===== src/source/load_unit_params.svh =====
// Load unit constants
// widths of the data path, the address and the cache address split,
// and the number of loads that may be outstanding at the cache
`ifndef LOAD_UNIT_PARAMS_SVH
`define LOAD_UNIT_PARAMS_SVH

// ------------------------------------------------------------
// data path and request fields
// ------------------------------------------------------------
`define LD_DATA_W      64
`define LD_TRANS_ID_W  3
`define LD_ADDR_W      32

// ------------------------------------------------------------
// cache address split, index is the low part of the address
// ------------------------------------------------------------
`define DC_INDEX_W     12
`define DC_TAG_W       20

// loads accepted by the cache but not yet returned
`define LD_QUEUE_DEPTH 4

`endif


===== src/source/dcache_pkg.sv =====
// Data cache port types
// request and response records of the load port of the data cache,
// which splits every access into an index phase and a tag phase
`include "load_unit_params.svh"

package dcache_pkg;

    // transfer size as the cache sees it
    typedef enum logic [1:0] {
        DC_BYTE, DC_HALF, DC_WORD, DC_DWORD
    } dc_size_e;

    // ------------------------------------------------------------
    // load unit to cache
    // ------------------------------------------------------------
    // data_req and index form the index phase and are held until gnt,
    // tag_valid and tag form the tag phase in the cycle after the grant
    typedef struct packed {
        logic                    data_req;
        logic [`DC_INDEX_W-1:0]  index;
        logic                    tag_valid;
        logic [`DC_TAG_W-1:0]    tag;
        logic [`LD_DATA_W/8-1:0] be;
        dc_size_e                size;
    } dc_req_t;

    // ------------------------------------------------------------
    // cache to load unit
    // ------------------------------------------------------------
    // rvalid can not be stalled, data comes back in request order
    typedef struct packed {
        logic                  gnt;
        logic                  rvalid;
        logic [`LD_DATA_W-1:0] rdata;
    } dc_rsp_t;

endpackage


===== src/source/load_pkg.sv =====
// Load unit types
// the load operator, the extension mode and the request, result and
// per-load metadata records that travel between the load unit blocks
`include "load_unit_params.svh"

package load_pkg;

    // ------------------------------------------------------------
    // operators and extension
    // ------------------------------------------------------------

    // integer loads plus the narrow floating point loads
    typedef enum logic [3:0] {
        LD, LW, LWU, LH, LHU, LB, LBU, FLW, FLH, FLB
    } ld_op_e;

    // how the bits above the loaded field are filled
    // a full doubleword has no bits above it and uses EXT_ZERO
    typedef enum logic [1:0] {
        EXT_ZERO, EXT_SIGN, EXT_ONES
    } ext_mode_e;

    // ------------------------------------------------------------
    // records
    // ------------------------------------------------------------

    // one load request, the address is already physical
    typedef struct packed {
        logic [`LD_TRANS_ID_W-1:0] trans_id;
        logic [`LD_ADDR_W-1:0]     addr;
        ld_op_e                    op;
    } ld_req_t;

    // kept per outstanding load until its data comes back
    // width is log2 of the field size in bytes, 0 byte up to 3 doubleword
    // sign_idx is the byte holding the top bit of the field
    typedef struct packed {
        logic [`LD_TRANS_ID_W-1:0] trans_id;
        logic [2:0]                offset;
        logic [1:0]                width;
        ext_mode_e                 ext;
        logic [2:0]                sign_idx;
    } ld_meta_t;

    // one load result
    typedef struct packed {
        logic [`LD_TRANS_ID_W-1:0] trans_id;
        logic [`LD_DATA_W-1:0]     result;
    } ld_rsp_t;

endpackage


===== src/source/load_decode.sv =====
// Load operator decode
// turns a load request into the cache transfer size, the byte enables
// at the address offset, and the metadata that is queued until the
// data returns, including the precomputed sign byte index
`include "load_unit_params.svh"

module load_decode
    import load_pkg::*;
    import dcache_pkg::*;
(
    input  ld_req_t                 ld_req_i,
    output dc_size_e                size_o,
    output logic [`LD_DATA_W/8-1:0] be_o,
    output ld_meta_t                meta_o
);

    logic [1:0] width;
    ext_mode_e  ext;
    logic [2:0] offset;
    logic [3:0] nbytes;
    logic [7:0] base_be;

    // the byte offset inside the doubleword
    assign offset = ld_req_i.addr[2:0];

    // field width and fill mode per operator
    always_comb begin
        width = 2'd3;
        ext   = EXT_ZERO;
        unique case (ld_req_i.op)
            LW:  begin width = 2'd2; ext = EXT_SIGN; end
            LWU: begin width = 2'd2; ext = EXT_ZERO; end
            LH:  begin width = 2'd1; ext = EXT_SIGN; end
            LHU: begin width = 2'd1; ext = EXT_ZERO; end
            LB:  begin width = 2'd0; ext = EXT_SIGN; end
            LBU: begin width = 2'd0; ext = EXT_ZERO; end
            // narrow FP values are NaN boxed with ones
            FLW: begin width = 2'd2; ext = EXT_ONES; end
            FLH: begin width = 2'd1; ext = EXT_ONES; end
            FLB: begin width = 2'd0; ext = EXT_ONES; end
            default: ;
        endcase
    end

    assign nbytes = 4'd1 << width;

    // enables for a field at offset zero, moved up to the real offset below
    always_comb begin
        unique case (width)
            2'd0:    base_be = 8'h01;
            2'd1:    base_be = 8'h03;
            2'd2:    base_be = 8'h0f;
            default: base_be = 8'hff;
        endcase
    end

    assign size_o = dc_size_e'(width);
    assign be_o   = base_be << offset;

    // the sign byte is found here so the return path only has to pick a bit
    assign meta_o.trans_id = ld_req_i.trans_id;
    assign meta_o.offset   = offset;
    assign meta_o.width    = width;
    assign meta_o.ext      = ext;
    assign meta_o.sign_idx = offset + 3'(nbytes - 4'd1);

    // requests are naturally aligned upstream, so a field stays in one doubleword
    always_comb begin
        assert ({1'b0, offset} + nbytes <= 4'd8)
            else $error("load field crosses the doubleword boundary");
    end

endmodule


===== src/source/load_request_fsm.sv =====
// Load request FSM
// drives the index phase to the data cache, holds it until the grant,
// then presents the registered tag, byte enables and size one cycle later
// a new load may start in the tag cycle of the previous one
`include "load_unit_params.svh"

module load_request_fsm
    import load_pkg::*;
    import dcache_pkg::*;
(
    input  logic                    clk_i,
    input  logic                    rst_ni,
    input  logic                    ld_valid_i,
    output logic                    ld_ready_o,
    input  ld_req_t                 ld_req_i,
    input  dc_size_e                size_i,
    input  logic [`LD_DATA_W/8-1:0] be_i,
    input  logic                    queue_full_i,
    output logic                    accept_o,
    output dc_req_t                 dc_req_o,
    input  logic                    dc_gnt_i
);

    typedef enum logic [1:0] {
        IDLE, WAIT_GNT, SEND_TAG
    } state_e;

    state_e                  state_d, state_q;
    logic                    start;
    logic                    data_req;
    logic                    accept;
    logic [`DC_TAG_W-1:0]    tag_q;
    logic [`LD_DATA_W/8-1:0] be_q;
    dc_size_e                size_q;

    // a request only goes out when its metadata has a queue slot
    assign start = ld_valid_i && !queue_full_i;

    // ------------------------------------------------------------
    // next state
    // ------------------------------------------------------------
    always_comb begin
        state_d  = state_q;
        data_req = 1'b0;
        accept   = 1'b0;
        unique case (state_q)
            // the tag cycle is free for the index phase of the next load
            IDLE, SEND_TAG: begin
                state_d = IDLE;
                if (start) begin
                    data_req = 1'b1;
                    if (dc_gnt_i) begin
                        accept  = 1'b1;
                        state_d = SEND_TAG;
                    end else begin
                        state_d = WAIT_GNT;
                    end
                end
            end
            // index phase stays up until the cache takes it
            WAIT_GNT: begin
                data_req = 1'b1;
                if (dc_gnt_i) begin
                    accept  = 1'b1;
                    state_d = SEND_TAG;
                end
            end
            default: state_d = IDLE;
        endcase
    end

    // the handshake completes in the grant cycle
    assign ld_ready_o = accept;
    assign accept_o   = accept;

    // ------------------------------------------------------------
    // cache request
    // ------------------------------------------------------------
    always_comb begin
        dc_req_o.data_req  = data_req;
        dc_req_o.index     = ld_req_i.addr[`DC_INDEX_W-1:0];
        dc_req_o.tag_valid = (state_q == SEND_TAG);
        dc_req_o.tag       = tag_q;
        dc_req_o.be        = be_q;
        dc_req_o.size      = size_q;
    end

    always_ff @(posedge clk_i or negedge rst_ni) begin
        if (!rst_ni) begin
            state_q <= IDLE;
        end else begin
            state_q <= state_d;
        end
    end

    // tag phase fields of the accepted load, the requester moves on after ready
    always_ff @(posedge clk_i) begin
        if (accept) begin
            tag_q  <= ld_req_i.addr[`LD_ADDR_W-1:`DC_INDEX_W];
            be_q   <= be_i;
            size_q <= size_i;
        end
    end

    // ------------------------------------------------------------
    // assertions
    // ------------------------------------------------------------
    // the tag phase belongs to the grant of the cycle before
    tag_after_gnt: assert property (@(posedge clk_i) disable iff (!rst_ni)
        dc_req_o.tag_valid |-> $past(dc_req_o.data_req && dc_gnt_i));

    // ready needs a granted index phase and a free queue slot
    ready_needs_gnt: assert property (@(posedge clk_i) disable iff (!rst_ni)
        ld_ready_o |-> (dc_gnt_i && dc_req_o.data_req && !queue_full_i));

endmodule


===== src/source/load_result.sv =====
// Load result path
// keeps the metadata of every load in flight in a small FIFO and,
// when the cache returns data, realigns it and fills the upper bits
// with zeros, the sign or ones, all in the cycle of rvalid
`include "load_unit_params.svh"

module load_result
    import load_pkg::*;
(
    input  logic                  clk_i,
    input  logic                  rst_ni,
    input  logic                  push_i,
    input  ld_meta_t              meta_i,
    output logic                  queue_full_o,
    input  logic                  dc_rvalid_i,
    input  logic [`LD_DATA_W-1:0] dc_rdata_i,
    output logic                  ld_valid_o,
    output ld_rsp_t               ld_rsp_o
);

    localparam int unsigned PTR_W = $clog2(`LD_QUEUE_DEPTH);
    localparam logic [PTR_W:0] DEPTH = `LD_QUEUE_DEPTH;

    ld_meta_t              queue_q [`LD_QUEUE_DEPTH];
    logic [PTR_W-1:0]      wr_ptr_q, rd_ptr_q;
    logic [PTR_W:0]        count_q;
    logic                  empty;
    ld_meta_t              head;
    logic [`LD_DATA_W-1:0] shifted;
    logic [7:0]            sign_bits;
    logic                  fill;

    // ------------------------------------------------------------
    // metadata FIFO
    // ------------------------------------------------------------
    assign queue_full_o = (count_q == DEPTH);
    assign empty        = (count_q == '0);
    assign head         = queue_q[rd_ptr_q];

    always_ff @(posedge clk_i or negedge rst_ni) begin
        if (!rst_ni) begin
            wr_ptr_q <= '0;
            rd_ptr_q <= '0;
            count_q  <= '0;
        end else begin
            if (push_i) begin
                wr_ptr_q <= wr_ptr_q + 1'b1;
            end
            // data returns in order so the head is always the answered load
            if (dc_rvalid_i) begin
                rd_ptr_q <= rd_ptr_q + 1'b1;
            end
            if (push_i && !dc_rvalid_i) begin
                count_q <= count_q + 1'b1;
            end else if (!push_i && dc_rvalid_i) begin
                count_q <= count_q - 1'b1;
            end
        end
    end

    always_ff @(posedge clk_i) begin
        if (push_i) begin
            queue_q[wr_ptr_q] <= meta_i;
        end
    end

    // ------------------------------------------------------------
    // realign and extend
    // ------------------------------------------------------------
    assign shifted = dc_rdata_i >> {head.offset, 3'b000};

    // top bit of each byte, picked in parallel with the shifter
    assign sign_bits = {dc_rdata_i[63], dc_rdata_i[55], dc_rdata_i[47], dc_rdata_i[39],
                        dc_rdata_i[31], dc_rdata_i[23], dc_rdata_i[15], dc_rdata_i[7]};

    always_comb begin
        unique case (head.ext)
            EXT_SIGN: fill = sign_bits[head.sign_idx];
            EXT_ONES: fill = 1'b1;
            default:  fill = 1'b0;
        endcase
    end

    always_comb begin
        ld_rsp_o.trans_id = head.trans_id;
        unique case (head.width)
            2'd0:    ld_rsp_o.result = {{56{fill}}, shifted[7:0]};
            2'd1:    ld_rsp_o.result = {{48{fill}}, shifted[15:0]};
            2'd2:    ld_rsp_o.result = {{32{fill}}, shifted[31:0]};
            default: ld_rsp_o.result = shifted;
        endcase
    end

    // the cache return can not be stalled, so the result is valid with it
    assign ld_valid_o = dc_rvalid_i;

    // ------------------------------------------------------------
    // assertions
    // ------------------------------------------------------------
    // the request side must hold back while every slot is taken
    no_push_full: assert property (@(posedge clk_i) disable iff (!rst_ni)
        push_i |-> !queue_full_o);

    // the cache only answers loads it has granted
    no_rvalid_empty: assert property (@(posedge clk_i) disable iff (!rst_ni)
        dc_rvalid_i |-> !empty);

endmodule


===== src/source/load_unit_top.sv =====
// Load unit
// accepts physical load requests, issues them to the data cache port
// and returns the realigned and extended doubleword with its id
`include "load_unit_params.svh"

module load_unit_top
    import load_pkg::*;
    import dcache_pkg::*;
(
    input  logic    clk_i,
    input  logic    rst_ni,
    // load requests
    input  logic    ld_valid_i,
    output logic    ld_ready_o,
    input  ld_req_t ld_req_i,
    // load results
    output logic    ld_valid_o,
    output ld_rsp_t ld_rsp_o,
    // data cache port
    output dc_req_t dc_req_o,
    input  dc_rsp_t dc_rsp_i
);

    dc_size_e                dec_size;
    logic [`LD_DATA_W/8-1:0] dec_be;
    ld_meta_t                dec_meta;
    logic                    accept;
    logic                    queue_full;

    // ------------------------------------------------------------
    // operator decode
    // ------------------------------------------------------------
    load_decode u_decode (
        .ld_req_i (ld_req_i),
        .size_o   (dec_size),
        .be_o     (dec_be),
        .meta_o   (dec_meta)
    );

    // ------------------------------------------------------------
    // cache request side
    // ------------------------------------------------------------
    load_request_fsm u_request (
        .clk_i        (clk_i),
        .rst_ni       (rst_ni),
        .ld_valid_i   (ld_valid_i),
        .ld_ready_o   (ld_ready_o),
        .ld_req_i     (ld_req_i),
        .size_i       (dec_size),
        .be_i         (dec_be),
        .queue_full_i (queue_full),
        .accept_o     (accept),
        .dc_req_o     (dc_req_o),
        .dc_gnt_i     (dc_rsp_i.gnt)
    );

    // ------------------------------------------------------------
    // pending loads and data return
    // ------------------------------------------------------------
    load_result u_result (
        .clk_i        (clk_i),
        .rst_ni       (rst_ni),
        .push_i       (accept),
        .meta_i       (dec_meta),
        .queue_full_o (queue_full),
        .dc_rvalid_i  (dc_rsp_i.rvalid),
        .dc_rdata_i   (dc_rsp_i.rdata),
        .ld_valid_o   (ld_valid_o),
        .ld_rsp_o     (ld_rsp_o)
    );

endmodule


===== config.mk =====
export PLATFORM = sky130hd
export DESIGN_NAME = load_unit_top
export DESIGN_NICKNAME = d
export VERILOG_FILES = /design/src/source/dcache_pkg.sv /design/src/source/load_pkg.sv /design/src/source/load_decode.sv /design/src/source/load_request_fsm.sv /design/src/source/load_result.sv /design/src/source/load_unit_top.sv
export VERILOG_INCLUDE_DIRS = /design/src /design/src/source
export SDC_FILE = /design/constraint.sdc
export NUM_CORES = 1
export LEC_CHECK = 0
export ABC_AREA = 1
export BUFFER_PORTS_ARGS = -buffer_cell sky130_fd_sc_hd__buf_2
export CAP_MARGIN = 20
export CORE_MARGIN = 2
export CORE_UTILIZATION = 51
export CTS_CLUSTER_DIAMETER = 100
export DETAILED_ROUTE_END_ITERATION = 12
export GPL_TIMING_DRIVEN = 0
export PLACE_DENSITY = 0.81
export SYNTH_ARGS = -nofsm -noshare
export SYNTH_HDL_FRONTEND = slang
export SYNTH_SLANG_ARGS = --single-unit

===== constraint.sdc =====
create_clock -name clk_i -period 2.9 [get_ports clk_i]
set_input_delay 0.29 -clock clk_i [delete_from_list [all_inputs] [get_ports clk_i]]
set_output_delay 0.29 -clock clk_i [all_outputs]
set_load 0.005 [all_outputs]

After elaboration in Yosys (flattened, before gate mapping)
Memory sizes are Yosys's and may differ from the RTL's.
Cells that the tools add are included.
{"block": "totals", "regBits": 39, "mem_bits_rw": 52, "output_inout_bits": 113, "memories": 1}
{"block": "op_classes", "addsub": 6, "n_lt_le_gt_ge": 1, "n_eq_ne": 19, "n_shift": 3, "n_mux": 20, "reduce_logical": 16}
{"name": "u_result.queue_q", "words": 4, "width": 13, "rd": 1, "rd_ports_with_merged_regs": 0, "wr": 1, "line_no": "load_result.sv:24", "rtl": "ld_meta_t queue_q [`LD_QUEUE_DEPTH];"}
{"op": "$pmux W64 S3", "n": 1}
{"op": "$shr A64 B6 Y64", "n": 1}
{"op": "$pmux W8 S3", "n": 1}
{"op": "$eq A4 B3 Y1 const B", "n": 4}
{"op": "$reduce_or A3 Y1", "n": 5}
{"op": "$eq A2 B1 Y1 const B", "n": 4}
{"op": "$eq A2 B2 Y1 const B", "n": 4}
{"op": "$eq A4 B2 Y1 const B", "n": 2}
{"op": "$eq A4 B4 Y1 const B", "n": 2}
{"op": "$pmux W2 S2", "n": 2}
{"op": "$shl A8 B3 Y8", "n": 1}
{"op": "$logic_not A2 Y1", "n": 3}
{"op": "$mux W1", "n": 6}
{"op": "$mux W2", "n": 3}
{"op": "$mux W3", "n": 2}
{"op": "$pmux W1 S2", "n": 3}
{"op": "$pmux W2 S3", "n": 1}
{"op": "$sub A3 B1 Y3 const B", "n": 2}
{"op": "$add A2 B1 Y2 const B", "n": 2}
{"op": "$eq A4 B1 Y1 const B", "n": 1}
{"op": "$lt A3 B4 Y1 const B", "n": 1}
{"op": "$add A3 B1 Y3 const B", "n": 1}
{"op": "$add A3 B3 Y3", "n": 1}
{"op": "$bmux W1 S3", "n": 1}
{"op": "7 further kinds", "n": 11}

Longest topological paths before layout
{"block": "depth", "word_depth": 9, "ltp_mapped": 14, "depth_no_buf": 13}

Cells and area by module
A second synthesis with hierarchy kept.
{"block": "unflattened", "hier_cells": 838, "area_unflattened_um2": 6407.4}
{"module": "load_result", "n_inst": 1, "cells_per_inst": 696, "area_each_um2": 4835.9}
{"module": "load_request_fsm", "n_inst": 1, "cells_per_inst": 61, "area_each_um2": 1134.8}
{"module": "load_decode", "n_inst": 1, "cells_per_inst": 81, "area_each_um2": 436.7}

Worst setup path before layout
OpenSTA, ideal clock, no wires.
{"block": "synth_path", "path_type": "register to register", "startpoint": "register u_result.count_q[2]", "endpoint": "register u_result.count_q[2]", "setup_time_ns": 0.131, "arrival_ns": 2.546, "required_time_ns": 2.769, "slack_ns": 0.223, "stages_incl_launch_ff": 14, "path_buffers": 0, "period_less_slack_ns": 2.677, "cell_sequence": "dfrtp_1 inv_1 o31ai_1 nor2_1 nor2_1 inv_1 nand2_1 inv_1 ha_1 inv_1 fa_1 a21oi_1 o21ai_0 xor2_1"}
{"block": "synth_between", "elab_chain_len": 8}
{"item": "start, declared", "line_no": "load_result.sv:26", "rtl": "logic [PTR_W:0] count_q;"}
{"item": "start signal, assigned", "line_no": "load_result.sv:54", "rtl": "count_q <= count_q + 1'b1;"}
{"item": "start signal, assigned", "line_no": "load_result.sv:56", "rtl": "count_q <= count_q - 1'b1;"}
{"item": "$eq A3 B3 Y1 *", "line_no": "load_result.sv:36", "rtl": "assign queue_full_o = (count_q == DEPTH);"}
{"item": "$logic_not A1 Y1 *", "line_no": "load_request_fsm.sv:37", "rtl": "assign start = ld_valid_i && !queue_full_i;"}
{"item": "$logic_and A1 B1 Y1 *", "line_no": "load_request_fsm.sv:37"}
{"item": "$mux W1 *", "line_no": "load_request_fsm.sv:50", "rtl": "if (start) begin"}
{"item": "$pmux W1 S2 *", "line_no": "load_request_fsm.sv:46", "rtl": "unique case (state_q)"}
{"item": "via ld_ready_o", "line_no": "load_unit_top.sv:14", "rtl": "output logic ld_ready_o,"}
{"item": "$logic_not A1 Y1", "line_no": "load_result.sv:55", "rtl": "end else if (!push_i && dc_rvalid_i) begin"}
{"item": "$logic_and A1 B1 Y1", "line_no": "load_result.sv:55"}
{"item": "$reduce_bool A2 Y1 (no line)"}
Mark *: on every way through the listed nets, which the timed path passes. The rest lies on a longest branch. The select of a mux whose other input is x is not followed.
A chain may end at the register's enable or synchronous reset.

==> metrics.md <==
| Metric | Value |
|---|---|
| DP Wirelength | `15840 um` |
| Drt wl/cell | `17.68 um` |
| CTS tree | `yes` |
| Cells along the critical path | `clkinv_4, buf_6, a32oi_2, inv_1, ha_1, inv_2, nand3_4, buf_6, nand2_1, buf_2` |
| Static Leak | `4.000 nW` |
| Max clock buf depth | `2` |
| Seq pwr share | `16.8%` |
| Top cell type's share of synthesized area | `39.35%` |
| Drc violations | `0` |
| Uppermost routed layer | `met4` |
| Number of synthesized flops with an enable pin | `82` |
| Worst slack, placed | `-37.93 ps` |
| Syn nets | `913` |
| Synth warnings | `0` |
| Ranking of synthesized cells by area | `edfxtp_1, nand2_1, inv_1` |
| Number of global-route vias before repair | `6211` |
| Post-synthesis register bit count | `91` |
| First-pass GRT wire length | `31450 um` |
| Share of cells above drive strength 1 | `31.16%` |
| Clock power share | `11.4%` |
| Global-route usage over all layers | `30.87%` |
| Largest area contributor in the netlist | `edfxtp_1` |
| RSZ-0062 raised after global routing | `false` |
| Ant diodes | `0` |
| Crit-path slowest cell | `dfrtp_1` |
| Outcome | `finished, final reports clean` |
| Ys flop type | `edfxtp_1` |
| IO Port Bufs | `211` |
| Largest delay contributor family on the critical path | `buffers and inverters` |
| WL met2 | `10020 um` |
| Switching pwr | `5.263 mW` |
| F_max | `0.3554 GHz` |
| Netlist cell types | `39` |
| Drt via density | `5.583` |
| Post-synthesis async set-or-reset flop share | `9.890%` |
| Worst path most repeated cell | `buf_6` |
| Worst-margin pin slew | `757.8 ps` |
| Setup WS post-layout | `86.33 ps` |
| Initial Util | `52.09%` |
| Initial antenna violation count | `0` |
| Reg clk slew, reported paths | `70 ps` |
| Fin crit share | `97.02%` |
| Sequential-to-total area share from yosys stat | `42.95%` |
| # IOs | `221` |
| Comb pwr share | `71.8%` |
| Min-delay worst type | `primary input to flip-flop` |
| Die Span X | `114.8 um` |
| Crit path DAT | `2520 ps` |
| Filler instances | `1084` |
| Crit path time final | `2814 ps` |
| Maximum vdd ir drop | `0.5911 mV` |
| Area grow syn2layout | `26.79%` |
| CP endpoint kind | `output pin` |
| # setup viols final | `0` |
| Max-slew headroom | `49.30%` |
| Final wirelength | `20760 um` |
| Setup TNS | `0 ps` |
| Worst setup SP type | `flip-flop` |
| Gpl congestion | `0.9929` |
| CTS Buf Count | `9` |
| Switching Share | `50.59%` |
| WL met1 | `7955 um` |
| Routed Antenna Nets | `0` |
| Final Hold Viols | `0` |
| CTS sink count | `91` |
| Skew-Pair Late Insertion Delay | `340 ps` |
| Synth Area per Inst | `7.881 um^2` |
| # rows | `40` |
| Initial DRC count | `644` |
| Vias | `6554` |
| Mapped cell area | `6257 um^2` |
| Non-filler cells, final | `1174` |
| PD cells | `1311 nW/um^2` |
| CP Max Fanout | `10` |
| Met3 WL | `1723 um` |
| Die area | `13170 um^2` |
| Drt pass-1 iters | `9` |
| Placed Cells | `1157` |
| Clock root cell | `clkbuf_16` |
| Die H | `114.8 um` |
| Placeable Area | `12010 um^2` |
| Worst Path Buf+Inv | `6` |
| Syn Inst Count | `794` |
| Final nets | `1141` |
| H-tree depth | `3` |
| Worst path required time | `2610 ps` |
| Max Cap Violations | `0` |
| Skew final | `10.26 ps` |
| Slowest stage delay, CP | `480 ps` |
| Global route overflow | `0` |
| Largest net degree at the start of global routing | `26` |
| Final Max Slew Viols | `0` |
| Internal power | `5.140 mW` |
| Critical path class | `flip-flop to output pin` |
==> per-layer routing <==
| layer | up-vias | GRT usage [%] |
|---|---|---|
| li1 | 3087 | - |
| met1 | 2985 | 38.04 |
| met2 | 399 | 52.39 |
| met3 | 83 | 4.902 |
| met4 | 0 | 16.55 |
| met5 | - | 0 |
==> repair_timing <==
| item | in CTS | in global routing |
|---|---|---|
| buffers inserted | 0 | 1 |
| hold buffers | 1 | 0 |
| setup endpoints to repair | 56 | 50 |
| pin swaps | 0 | 1 |
| gates resized for setup | 5 | 11 |
| endpoints found under the hold margin | 9 | 0 |
| gates cloned | 0 | 0 |
==> sequential cells by signal (all words and copies together), names as in the netlist <==
register / flops
u_result.wr_ptr_q: 2
u_request.size_q: 2
u_request.tag_q: 20
u_result.count_q: 3
u_result.queue_q: 52
u_request.state_q: 2
u_result.rd_ptr_q: 2
u_request.be_q: 8
==> cell usage after synthesis, types with 4 or more instances <==
master,number
nand3_4,4
buf_2,13
inv_1,75
or2_1,6
o21ai_0,44
o22ai_1,8
buf_4,25
a21boi_1,8
xor2_1,5
edfxtp_1,82
ha_1,10
a21oi_1,17
clkbuf_1,10
nand3_1,50
o21ai_1,42
nand2_1,255
nor2_1,47
buf_6,14
o211ai_1,31
inv_2,7
dfrtp_1,9
nand2_2,5
==> worst register-to-register path, stage by stage (launching register included) <==
cell	delay (ps)
dfrtp_1	430
o31ai_1	290
nor2_1	70
nor2_1	130
inv_1	70
nand2_1	240
clkinvlp_4	160
ha_1	200
inv_1	100
fa_1	440
mux2_2	290
==> logic make-up (layout without fill, tap and decap cells) <==
family | after synthesis | in the layout | synth area share, %
muxes | 1 | 1 | 0.1800
AOI/OAI and AO/OA | 160 | 160 | 15.50
buffers and inverters | 145 | 378 | 12.18
adders and majority gates | 11 | 11 | 2.320
DFF | 91 | 91 | 42.95
and+or+nand+nor | 378 | 378 | 25.75
xor gates and xnor gates | 8 | 8 | 1.120
==> final timing paths <==
check / startpoint / end / slack, ps / cells after the start
worst max-delay path: u_result.rd_ptr_q[1] / ld_rsp_o[22] / 90 / 10
max in group asynchronous: rst_ni / u_result.count_q[2] / 2400 / 2
worst min register to register: u_result.count_q[2] / u_result.count_q[2] / 550 / 2
worst max register to register: u_result.count_q[0] / u_result.count_q[1] / 370 / 10
worst min-delay path: dc_rsp_i[65] / u_request.state_q[0] / 120 / 2
min in group asynchronous: rst_ni / u_result.rd_ptr_q[1] / 310 / 2
==> power groups by stage <==
stage          clock network, mW  logic (mW)  registers (mW)
2_1_floorplan                  0        4.49            1.76
3_3_place_gp                   0        7.11            1.76
5_1_grt                     1.24        8.17            1.77
6_report                    1.18        7.47            1.75
3_5_place_dp                   0        7.19            1.77
4_1_cts                     1.19        7.27            1.74
==> cell type report <==
| class | instances | area [um^2] | share of cell area (%) |
|---|---|---|---|
| well taps | 147 | 183.9 | 2.318 |
| inverters | 83 | 322.8 | 4.069 |
| multi-input cells | 558 | 2831 | 35.69 |
| repair buffers | 218 | 1146 | 14.45 |
| clock inverters | 6 | 73.82 | 0.9305 |
| clock buffers | 10 | 229.0 | 2.886 |
| flip-flops and latches | 91 | 2688 | 33.87 |
| plain buffers | 61 | 459.2 | 5.788 |
==> per-stage QoR <==
stage | power (mW) | hold WS (ps) | util [%] | instance area [um^2]
global placement | 8.874 | 155.7 | 62.42 | 7497
CTS | 10.21 | 111.8 | 65.73 | 7895
finish | 10.40 | 117.4 | 66.05 | 7934
floorplan | 6.255 | -5.591 | - | 6257
global route | 11.18 | 114.7 | 66.05 | 7934
detailed placement | 8.960 | 154.0 | 63.02 | 7570
==> cells in the final DEF (no fill, tap or decap), drive strengths merged, types with 2 or more instances in the layout <==
cell    Yosys  layout
buf        52     269
nand2     261     261
o21ai      88      88
inv        83      83
edfxtp     82      82
nand3      56      56
nor2       48      48
o211ai     33      33
clkbuf     10      19
a21oi      17      17
ha         10      10
dfrtp       9       9
a21boi      8       8
o22ai       8       8
or2         7       7
xor2        5       5
clkinv      0       4
a32oi       4       4
nand3b      3       3
xnor2       3       3
nand4       2       2
Note: power is estimated with default switching activity, not from simulation.
